==> src/gf_mult_pkg.sv <==
`default_nettype none

package gf_mult_pkg;

    // Field element and half-operand widths.
    localparam int GF_NB_WORD  = 128;
    localparam int GF_NB_HALF  = GF_NB_WORD / 2;

    // Carry-less products have one bit less than twice the operand.
    localparam int GF_NB_HPROD = 2 * GF_NB_HALF - 1;
    localparam int GF_NB_PROD  = 2 * GF_NB_WORD - 1;

    // Request tag carried alongside each operand pair.
    localparam int GF_NB_TAG   = 4;

    // Low terms of x^128 + x^7 + x^2 + x + 1.
    localparam logic [7:0] GF_POLY_LOW = 8'h87;

    // XOR tree levels between register banks.
    localparam int GF_LEVELS_PER_REG = 3;

    // Pipeline depths in clock cycles.
    localparam int GF_CLMUL_LAT = 2;
    localparam int GF_TOTAL_LAT = 4;

    // Split view used by the Karatsuba stage.
    typedef struct packed {
        logic [GF_NB_HALF-1:0] hi;
        logic [GF_NB_HALF-1:0] lo;
    } gf_half_t;

    // One field element, read whole or as two halves.
    typedef union packed {
        logic [GF_NB_WORD-1:0] word;
        gf_half_t              half;
    } gf_word_u;

endpackage

`default_nettype wire

==> src/gf_prod_if.sv <==
`default_nettype none

interface gf_prod_if;

    import gf_mult_pkg::*;

    // Single-cycle strobe per product.
    logic                   valid;
    // Request tag, aligned with valid.
    logic [GF_NB_TAG-1:0]   tag;
    // Coefficients x^127 through x^254.
    logic [GF_NB_WORD-1:0]  prod_hi;
    // Coefficients x^0 through x^126.
    logic [GF_NB_HPROD-1:0] prod_lo;

    // Karatsuba side.
    modport src (output valid, output tag, output prod_hi, output prod_lo);

    // Reducer side.
    modport dst (input valid, input tag, input prod_hi, input prod_lo);

endinterface

`default_nettype wire

==> src/gf_reduce128.sv <==
`default_nettype none

module gf_reduce128
(
    input  logic                               i_clock,
    input  logic                               i_rst_n,
    gf_prod_if.dst                             i_prod,
    output logic                               o_valid,
    output logic [gf_mult_pkg::GF_NB_WORD-1:0] o_z,
    output logic [gf_mult_pkg::GF_NB_TAG-1:0]  o_tag
);

    import gf_mult_pkg::*;

    // Degree of the low polynomial terms.
    localparam int NB_POLY  = $bits(GF_POLY_LOW);
    // First fold, the high part times the low terms.
    localparam int NB_FOLD1 = GF_NB_HPROD + NB_POLY - 1;
    // Spill above x^127 after the first fold.
    localparam int NB_CARRY = NB_FOLD1 - GF_NB_WORD;
    localparam int NB_FOLD2 = NB_CARRY + NB_POLY - 1;

    // x^0..x^127 and x^128..x^254 of the product.
    logic [GF_NB_WORD-1:0]  low;
    logic [GF_NB_HPROD-1:0] high;

    logic [NB_FOLD1-1:0]    fold1;
    logic [NB_CARRY-1:0]    carry;
    logic [NB_FOLD2-1:0]    fold2;
    logic [GF_NB_WORD-1:0]  z_next;

    // Bit 127 sits at the bottom of prod_hi.
    assign low  = {i_prod.prod_hi[0], i_prod.prod_lo};
    assign high = i_prod.prod_hi[GF_NB_WORD-1:1];

    // x^128 folds to x^7 + x^2 + x + 1.
    always_comb
    begin
        fold1 = '0;
        for (int k = 0; k < NB_POLY; k++)
        begin
            if (GF_POLY_LOW[k])
            begin
                fold1 = fold1 ^ (NB_FOLD1'(high) << k);
            end
        end
    end

    assign carry = fold1[NB_FOLD1-1:GF_NB_WORD];

    // Second fold of the few spilled bits.
    always_comb
    begin
        fold2 = '0;
        for (int k = 0; k < NB_POLY; k++)
        begin
            if (GF_POLY_LOW[k])
            begin
                fold2 = fold2 ^ (NB_FOLD2'(carry) << k);
            end
        end
    end

    assign z_next = low ^ fold1[GF_NB_WORD-1:0] ^ GF_NB_WORD'(fold2);

    // Output register.
    always_ff @(posedge i_clock or negedge i_rst_n)
    begin
        if (!i_rst_n)
        begin
            o_valid <= 1'b0;
            o_z     <= '0;
            o_tag   <= '0;
        end
        else
        begin
            o_valid <= i_prod.valid;
            if (i_prod.valid)
            begin
                o_z   <= z_next;
                o_tag <= i_prod.tag;
            end
        end
    end

    // One cycle through the reducer.
    a_reduce_latency: assert property (
        @(posedge i_clock) disable iff (!i_rst_n)
        o_valid == $past(i_prod.valid)
    );

endmodule

`default_nettype wire

==> src/flat_wrapper.sv <==
// flat-port wrapper written by rule: the top's interface ports become plain ports
module gf_reduce128_flat import gf_mult_pkg::*;
  (i_clock, i_rst_n, o_valid, o_z, o_tag, i_prod_valid, i_prod_tag, i_prod_prod_hi, i_prod_prod_lo);
  gf_prod_if i_prod_i ();
  input  logic i_clock;
  input  logic i_rst_n;
  output logic o_valid;
  output logic [gf_mult_pkg::GF_NB_WORD-1:0] o_z;
  output logic [gf_mult_pkg::GF_NB_TAG-1:0] o_tag;
  input wire logic [$bits(i_prod_i.valid)-1:0] i_prod_valid;
  input wire logic [$bits(i_prod_i.tag)-1:0] i_prod_tag;
  input wire logic [$bits(i_prod_i.prod_hi)-1:0] i_prod_prod_hi;
  input wire logic [$bits(i_prod_i.prod_lo)-1:0] i_prod_prod_lo;
  assign i_prod_i.valid = i_prod_valid;
  assign i_prod_i.tag = i_prod_tag;
  assign i_prod_i.prod_hi = i_prod_prod_hi;
  assign i_prod_i.prod_lo = i_prod_prod_lo;
  gf_reduce128 u_core (.i_clock(i_clock), .i_rst_n(i_rst_n), .i_prod(i_prod_i), .o_valid(o_valid), .o_z(o_z), .o_tag(o_tag));
endmodule
==> config.mk <==
export PLATFORM = sky130hd
export DESIGN_NAME = gf_reduce128_flat
export DESIGN_NICKNAME = d
export VERILOG_FILES = /design/src/gf_mult_pkg.sv /design/src/gf_prod_if.sv /design/src/gf_reduce128.sv /design/src/flat_wrapper.sv
export SDC_FILE = /design/constraint.sdc
export NUM_CORES = 1
export LEC_CHECK = 0
export ABC_AREA = 1
export BUFFER_PORTS_ARGS = -buffer_cell sky130_fd_sc_hd__buf_2
export CORE_ASPECT_RATIO = 1.25
export CORE_MARGIN = 8
export CORE_UTILIZATION = 47
export DETAILED_ROUTE_END_ITERATION = 8
export GPL_TIMING_DRIVEN = 0
export PLACE_DENSITY = 0.84
export SYNTH_ARGS = -nofsm -noshare
export SYNTH_HDL_FRONTEND = slang
export SYNTH_SLANG_ARGS = --single-unit
export TNS_END_PERCENT = 5
==> constraint.sdc <==
create_clock -name i_clock -period 0.8 [get_ports i_clock]
set_input_delay 0.08 -clock i_clock [delete_from_list [all_inputs] [get_ports i_clock]]
set_output_delay 0.08 -clock i_clock [all_outputs]
set_load 0.02 [all_outputs]
==> results of run 1 <==
==> layout by cell type (no fill, tap or decap), types with 2 or more instances in the layout <==
cell type	instances
sky130_fd_sc_hd__xor2_1	108
sky130_fd_sc_hd__clkbuf_16	17
sky130_fd_sc_hd__dfrtp_1	133
sky130_fd_sc_hd__buf_2	344
sky130_fd_sc_hd__nand3_1	156
sky130_fd_sc_hd__clkbuf_2	3
sky130_fd_sc_hd__xnor2_1	15
sky130_fd_sc_hd__clkinv_4	2
sky130_fd_sc_hd__or2_2	2
sky130_fd_sc_hd__clkbuf_8	2
sky130_fd_sc_hd__inv_1	123
sky130_fd_sc_hd__nand4_1	6
sky130_fd_sc_hd__or2_1	24
sky130_fd_sc_hd__nand3b_1	214
sky130_fd_sc_hd__nand2_1	1045
sky130_fd_sc_hd__diode_2	8
sky130_fd_sc_hd__dlygate4sd3_1	5
sky130_fd_sc_hd__clkinvlp_4	3
sky130_fd_sc_hd__nand2_2	10
sky130_fd_sc_hd__o21ai_1	2
sky130_fd_sc_hd__clkbuf_1	6
sky130_fd_sc_hd__nor2_1	5
sky130_fd_sc_hd__inv_4	2
sky130_fd_sc_hd__bufinv_16	6
sky130_fd_sc_hd__buf_6	63
sky130_fd_sc_hd__buf_4	7
==> cell families after synthesis <==
group / share of synthesized area, %
compound gates: 0.1283
flops: 28.44
simple gates: 56.36
xor+xnor: 9.206
buf+inv: 5.870
==> cells in the mapped netlist, drive strengths merged <==
cell and number:
buf 28, clkbuf 9, dfrtp 133, inv 126, nand2 1055, nand3 156
nand3b 214, nand4 6, nor2 6, o21ai 3, or2 26, xnor2 15
xor2 108
==> through the flow <==
stage	hold WS (ns)	setup WS, ns	std cells
after floorplan	-0.2156	-0.01393	1885
after global placement	0.2234	-2.439	2601
after detailed placement	0.1005	-0.5739	2602
after CTS	-0.3627	-0.3256	2640
after global routing	-0.3530	-0.3424	2644
final	-0.3730	-0.3120	2649
==> worst max-delay path by stage <==
stage | startpoint | endpoint | slack [ns]
global route | u_core.o_z[24] | o_z[24] | -0.34
global placement | i_rst_n | u_core.o_z[5] | -2.44
finish | u_core.o_z[24] | o_z[24] | -0.31
detailed placement | i_prod_valid | u_core.o_z[25] | -0.57
CTS | u_core.o_z[24] | o_z[24] | -0.33
floorplan | i_prod_prod_hi[122] | u_core.o_z[2] | -0.01
==> routing by layer <==
metal  wire [um]  vias up
met5           0        -
met4        1829        0
met3        3646      135
li1            -     6793
met1       16540     6557
met2       21620      703
==> layout make-up <==
class	count	area, um^2	area share (%)
inverters	126	478.0	3.138
well taps	330	412.9	2.711
plain buffers	37	220.2	1.446
clock inverters	12	225.2	1.479
multi-input cells	1589	7690	50.49
diodes	8	20.02	0.1314
repair buffers	394	2399	15.75
clock buffers	20	456.7	2.999
flip-flops and latches	133	3328	21.85
==> state kept, by name, summed over array words and instances, names as in the netlist <==
signal and flops:
u_core.o_valid 1, u_core.o_tag 4, u_core.o_z 128
==> what timing repair did <==
item | 4_1_cts | 5_1_grt
setup buffers | 0 | 1
pin swaps | 0 | 1
setup endpoints to repair | 158 | 150
cloned | 0 | 0
endpoints found under the hold margin | 61 | 55
gates resized for setup | 83 | 41
==> power by group through the flow <==
| stage | registers (uW) | logic (uW) | clock network [uW] |
|---|---|---|---|
| 5_1_grt | 8550 | 10400 | 9670 |
| 4_1_cts | 8400 | 9270 | 9330 |
| 3_3_place_gp | 8390 | 8560 | 0 |
| 3_5_place_dp | 8410 | 8830 | 0 |
| 2_1_floorplan | 9610 | 4080 | 0 |
| 6_report | 8450 | 9470 | 9270 |
==> Implementation_results.wiki, run 1 <==
{| class="wikitable"
! Metric !! Value
|-
| Clock tree from TritonCTS || built
|-
| Crit-path max FO || 2
|-
| Total overflow reported by the global router || 0
|-
| Routing usage on met3 || 6.229%
|-
| Min Hold Slack || -0.3730 ns
|-
| FF+latch count, synth || 133
|-
| Wire length of the first global-routing pass || 67.79 mm
|-
| Met2 global-route usage || 50.40%
|-
| Outcome || complete, but fails checks
|-
| Worst flop-to-flop path endpoint || u_core.o_z[71]
|-
| Crit path arrival time || 1.03 ns
|-
| RSZ-0062 raised after global routing || true
|-
| Sequential share of power || 31.1%
|-
| R2r setup slk || 0.04 ns
|-
| Die outline area || 30240 um^2
|-
| Mapped Area || 11700 um^2
|-
| Detailed-routing iteration count for the pre-antenna-repair pass || 9
|-
| Die outline width || 157.1 um
|-
| Clock sinks || 133
|-
| Number of placed I/O pins || 395
|-
| DRC marker count from the first detailed-route iteration || 1047
|-
| Transition at the pin with the smallest max-transition slack || 0.5936 ns
|-
| Number of max-capacitance violations reported || 0
|-
| Post-synth top area share || 33.55%
|-
| Type of the most critical hold path || input port to async pin
|-
| Post-synthesis cell type count || 22
|-
| Mapped Nets || 2147
|-
| Antenna violations before repair || 3
|-
| Vias after detailed routing || 14190
|-
| Clk network pwr share || 34.1%
|-
| Tcrit/Tclk final || 139.0%
|-
| Cell types occupying the most area after synthesis || sky130_fd_sc_hd__nand2_1 (34%), sky130_fd_sc_hd__dfrtp_1 (28%), sky130_fd_sc_hd__nand3b_1 (14%)
|-
| Worst path top cell family by delay || flip-flops
|-
| Part of the power in combinational logic || 34.8%
|-
| Detailed placement HPWL || 34.27 mm
|-
| Routability congestion estimate || 0.9446
|-
| Crit path max-delay cell type || sky130_fd_sc_hd__dfrtp_1
|-
| Maximum number of pins on one net before global-route repair || 79
|-
| Share of synthesized area occupied by flip-flops and latches || 28.44%
|-
| Master cell of the clock root buffer || sky130_fd_sc_hd__clkbuf_16
|-
| Core occupancy in the finished layout || 62.15%
|-
| Crit path depth || 1
|-
| Number of endpoints with negative hold slack in the final report || 55
|-
| Depth of the most critical reg-to-reg path || 3
|-
| Die extent in y || 192.4 um
|-
| CTS clock-pin slew for the worst setup and hold paths || 0.07 ns
|-
| Antenna Nets Post-Route || 0
|-
| Buffers added on ports || 386
|-
| Max Clock Skew || 0 ns
|-
| Cell accounting for the most synthesized area || sky130_fd_sc_hd__nand2_1
|-
| Worst-Skew Late Latency || 0.43 ns
|-
| Area of all placed cells without fillers || 15230 um^2
|-
| Initial Util || 47.76%
|-
| Clock Path Buffers || 2
|-
| Max IR drop VDD || 0.001417 V
|-
| Bufs and invs on worst path || 1
|-
| Critical-path cell list || buf_6
|-
| All-Layer GR Usage || 28.27%
|-
| Number of rows in the core area || 64
|-
| Number of warning messages in the yosys log || 0
|-
| Minimum clock period after layout || 1.112 ns
|-
| CTS H-tree depth || 4
|-
| Final wirelength || 43.63 mm
|-
| Number of design rule violations left after detail routing || 0
|-
| Number of buffers created by CTS || 17
|-
| Kind of end point of the critical path || output pin
|-
| Power Dens Cells || 1785 nW/um^2
|-
| Number of hold buffers added after cts || 6
|-
| Number of global-route vias before repair || 13930
|-
| Slew Viols, Final || 0
|-
| Met1 Usage GRT || 31.12%
|-
| Reported net switching power || 9699 uW
|-
| Switching portion of total power || 35.67%
|-
| Violations in the final reports || hold timing, setup timing
|-
| Top achievable clock speed || 0.8993 GHz
|-
| Power Internal || 17490 uW
|-
| Final-report setup violation count || 133
|-
| Overall power || 27190 uW
|-
| Post-place instance area || 14080 um^2
|-
| Cell leakage power || 0.008952 uW
|-
| Final net count || 2560
|-
| Count of filler cells inserted in the layout || 2241
|-
| Area growth from synthesis to final layout || 30.14%
|-
| Headroom to the max-slew limit || 60.43%
|-
| Routed length per instance || 16.47 um
|-
| Most utilized layer in the global route result || met2
|-
| Setup Total Neg Slack || -33.82 ns
|-
| Gate count after technology mapping || 1885
|-
| Via density per instance || 5.356
|-
| Average cell area after synthesis || 6.208 um^2
|-
| Worst setup margin || -0.3120 ns
|-
| Slowest stage delay, CP || 0.44 ns
|-
| Kind of critical path || flop to output pin
|-
| Data required, critical path || 0.72 ns
|-
| Reg2reg start || u_core.o_z[71]
|-
| Nature of the critical path startpoint || flop
|-
| Share of final-layout standard cells stronger than drive strength 1 || 20.16%
|-
| Placeable core region || 24500 um^2
|}
Note: power is estimated with default switching activity, not from simulation.
==> run 2: changes to the inputs <==
CELL_PAD_IN_SITES_DETAIL_PLACEMENT = 0   (was default)
CELL_PAD_IN_SITES_GLOBAL_PLACEMENT = 2   (was default)
CORE_ASPECT_RATIO = default   (was 1.25)
CORE_UTILIZATION = 24   (was 47)
PLACE_DENSITY = 0.85   (was 0.84)
==> run 2 against run 1 <==
Against the previous run: the flow still finishes with violations (hold timing, setup timing); sequential share of layout area down 2.2 points; clock skew is the same; cell area is 11% higher; first-iteration DRC count shrank 23%; register-to-register slack got worse by 0.02 ns; wire length grew 14%; sequential cell count stayed put; utilization shrank 27 points; combinational power is 9% higher; worst setup slack worse by 0.025 ns; via count fell by 1.4%.
==> Implementation_results.wiki, run 2 (synthesis gave the netlist of run 1 again) <==
{| class="wikitable"
! Metric !! Value
|-
| Number of global-route vias before repair || 13760 (-1.2%)
|-
| Bufs and invs on worst path || 1 (unchanged)
|-
| Transition at the pin with the smallest max-transition slack || 0.6024 ns (+0.008733 ns)
|-
| Via density per instance || 4.579 (-15%)
|-
| Power Dens Cells || 1573 nW/um^2 (-12%)
|-
| Core occupancy in the finished layout || 34.90% (-27 points)
|-
| Violations in the final reports || hold timing, setup timing
|-
| Nature of the critical path startpoint || flop
|-
| Initial Util || 24.11% (-24 points)
|-
| RSZ-0062 raised after global routing || true
|-
| Final-report setup violation count || 137 (+3.0%)
|-
| Data required, critical path || 0.72 ns (about the same)
|-
| Number of hold buffers added after cts || 121 (+115)
|-
| Die outline area || 56080 um^2 (+85%)
|-
| Biggest register || u_core.o_z
|-
| CTS clock-pin slew for the worst setup and hold paths || 0.06 ns (about the same)
|-
| Kind of end point of the critical path || output pin
|-
| Area of combinational cells with multiple inputs || 7780 um^2 (+1.2%)
|-
| Slew Viols, Final || 0 (unchanged)
|-
| Number of placed I/O pins || 395 (unchanged)
|-
| Clock sinks || 133 (unchanged)
|-
| Area growth from synthesis to final layout || 44.78%
|-
| Sequential share of power || 31.8% (+0.7 points)
|-
| Crit path depth || 1 (unchanged)
|-
| Part of the power in combinational logic || 38.6% (+3.8 points)
|-
| Count of filler cells inserted in the layout || 5309 (+140%)
|-
| Sequential Area || 3328 um^2 (unchanged)
|-
| Final net count || 2678 (+4.6%)
|-
| Die extent in y || 236.8 um (+23%)
|-
| Number of endpoints with negative hold slack in the final report || 81 (+47%)
|-
| Headroom to the max-slew limit || 59.84% (-0.58 points)
|-
| Number of rows in the core area || 81 (+27%)
|-
| Number of flip-flops in the largest register || 128 (unchanged)
|-
| Master cell of the clock root buffer || sky130_fd_sc_hd__clkbuf_16
|-
| CTS H-tree depth || 4 (unchanged)
|-
| Worst path top cell family by delay || flip-flops
|-
| Crit-path max FO || 2 (unchanged)
|-
| Registers with the most flip-flops || u_core.o_z (128), u_core.o_tag (4), u_core.o_valid (1)
|-
| Tcrit/Tclk final || 142.1% (+3.1 points)
|-
| DRC marker count from the first detailed-route iteration || 802 (-23%)
|-
| Final wirelength || 49.82 mm (+14%)
|-
| Crit path arrival time || 1.06 ns (+0.03 ns)
|-
| Clock Path Buffers || 2 (unchanged)
|-
| Antenna violations before repair || 3 (unchanged)
|-
| Commonest cells after routing, fill and taps aside || sky130_fd_sc_hd__nand2_1 (1044), sky130_fd_sc_hd__buf_2 (323), sky130_fd_sc_hd__nand3b_1 (214)
|-
| Type of the most critical hold path || input port to async pin
|-
| Buffers added on ports || 386 (unchanged)
|-
| Cell leakage power || 0.009863 uW (+10%)
|-
| Most frequent standard cell in the layout excluding fill and tap cells || sky130_fd_sc_hd__nand2_1
|-
| Max IR drop VDD || 0.001322 V (-6.7%)
|-
| Number of max-capacitance violations reported || 0 (unchanged)
|-
| Number of buffers created by CTS || 17 (unchanged)
|-
| Antenna Nets Post-Route || 0 (unchanged)
|-
| Minimum setup slack after placement || -0.6807 ns (-0.1068 ns)
|-
| Reported net switching power || 10180 uW (+4.9%)
|-
| Total overflow reported by the global router || 0 (unchanged)
|-
| Die outline width || 236.8 um (+51%)
|-
| Clk network pwr share || 29.6% (-4.5 points)
|-
| Top achievable clock speed || 0.8795 GHz (-2.2%)
|-
| Max Clock Skew || 0 ns (unchanged)
|-
| Slowest stage delay, CP || 0.43 ns (about the same)
|-
| Minimum clock period after layout || 1.137 ns (+0.02503 ns)
|-
| Detailed placement HPWL || 39.54 mm (+15%)
|-
| Share of final-layout standard cells stronger than drive strength 1 || 19.93% (-0.24 points)
|-
| Min Hold Slack || -0.4608 ns (-0.08778 ns)
|-
| Clock tree from TritonCTS || built
|-
| Worst-Skew Late Latency || 0.48 ns (+0.05 ns)
|-
| Final non-filler cell total || 3054 (+15%)
|-
| Number of placed cells counting well taps || 2894 (+11%)
|-
| Switching portion of total power || 38.18% (+2.5 points)
|-
| Number of design rule violations left after detail routing || 0 (unchanged)
|-
| Placeable core region || 48550 um^2 (+98%)
|-
| Overall power || 26660 uW (-2.0%)
|-
| All-Layer GR Usage || 17.38% (-11 points)
|-
| Crit path max-delay cell type || sky130_fd_sc_hd__dfrtp_1
|-
| Maximum number of pins on one net before global-route repair || 73 (-7.6%)
|-
| R2r setup slk || 0.02 ns (-0.02 ns)
|-
| Worst setup margin || -0.3370 ns (-0.02503 ns)
|-
| Wire length of the first global-routing pass || 76.87 mm (+13%)
|-
| Post-place instance area || 14450 um^2 (+2.6%)
|-
| Power Internal || 16480 uW (-5.8%)
|-
| Worst flop-to-flop path endpoint || u_core.o_z[111]
|-
| Depth of the most critical reg-to-reg path || 3 (unchanged)
|-
| Vias after detailed routing || 13980 (-1.4%)
|-
| Critical-path cell list || buf_6
|-
| Reg2reg start || u_core.o_z[111]
|-
| Routability congestion estimate || 0.8441 (-11%)
|-
| Routed length per instance || 16.31 um (-0.95%)
|-
| Area of all placed cells without fillers || 16940 um^2 (+11%)
|-
| Detailed-routing iteration count for the pre-antenna-repair pass || 5 (-4)
|-
| Outcome || complete, but fails checks
|-
| Kind of critical path || flop to output pin
|}
## run 2: cell count changes in the layout (fill, tap and decap cells not counted), moves of 13 or more
cell                             delta
sky130_fd_sc_hd__nand3_2           +13
sky130_fd_sc_hd__buf_2             -21
sky130_fd_sc_hd__dlymetal6s4s_1    +44
sky130_fd_sc_hd__dlygate4sd3_1     +71
sky130_fd_sc_hd__buf_6             +16
sky130_fd_sc_hd__nand3_1           -13
## run 2: power by group through the flow
stage	Clock (uW)	Combinational, uW	Sequential (uW)
floorplan	0	4080	9610
global placement	0	8860	8440
detailed placement	0	9040	8440
CTS	8210	9990	8430
global route	8440	11400	8600
finish	7890	10300	8480
## run 2: timing repair
action / in CTS / in global routing
setup buffers: 4 / 0
setup endpoints to repair: 234 / 232
pin swaps: 0 / 120
hold endpoints to repair: 179 / 61
gates resized for setup: 91 / 132
gates cloned: 0 / 0
## run 2: through the flow
| step | hold WS (ns) | setup TNS, ns |
|---|---|---|
| after global placement | 0.2239 | -443.11 |
| after CTS | -0.4614 | -47.80 |
| after global routing | -0.4572 | -48.67 |
| after floorplan | -0.2156 | -0.05792 |
| after detailed placement | 0.07993 | -81.20 |
| final | -0.4608 | -40.43 |
## run 2: layout make-up
cell class | instances | share of cell area (%)
antenna | 3 | 0.04431
buffer | 37 | 1.388
clock buffer | 23 | 2.762
clock inverter | 9 | 0.4653
inverter | 126 | 2.821
multi-input combinational | 1589 | 45.92
sequential | 133 | 19.64
tap | 622 | 4.593
timing repair buffer | 512 | 22.36
## run 2: routing by layer
| layer | wire, um | global-route usage [%] | part of all wire (%) | vias up |
|---|---|---|---|---|
| li1 | - | - | - | 7020 |
| met1 | 22030 | 21.62 | 44 | 6512 |
| met2 | 23760 | 29.48 | 48 | 396 |
| met3 | 3202 | 4.604 | 6.4 | 51 |
| met4 | 815 | 4.494 | 1.6 | 4 |
| met5 | 21 | 0 | 0.042 | - |
## run 2: worst register-to-register path, delay by kind of cell, from the launching register on
| kind | cells | cell delay (ns) |
|---|---|---|
| buffers and inverters | 1 | 0.15 |
| DFF | 1 | 0.42 |
| and+or+nand+nor | 2 | 0.10 |
## run 2: worst max-delay path by stage
stage | startpoint | to | slack (ns)
floorplan | i_prod_prod_hi[122] | u_core.o_z[2] | -0.01
global placement | i_rst_n | u_core.o_z[4] | -2.85
detailed placement | i_prod_valid | u_core.o_z[114] | -0.68
CTS | u_core.o_z[105] | o_z[105] | -0.39
global route | u_core.o_z[27] | o_z[27] | -0.39
finish | u_core.o_z[105] | o_z[105] | -0.34
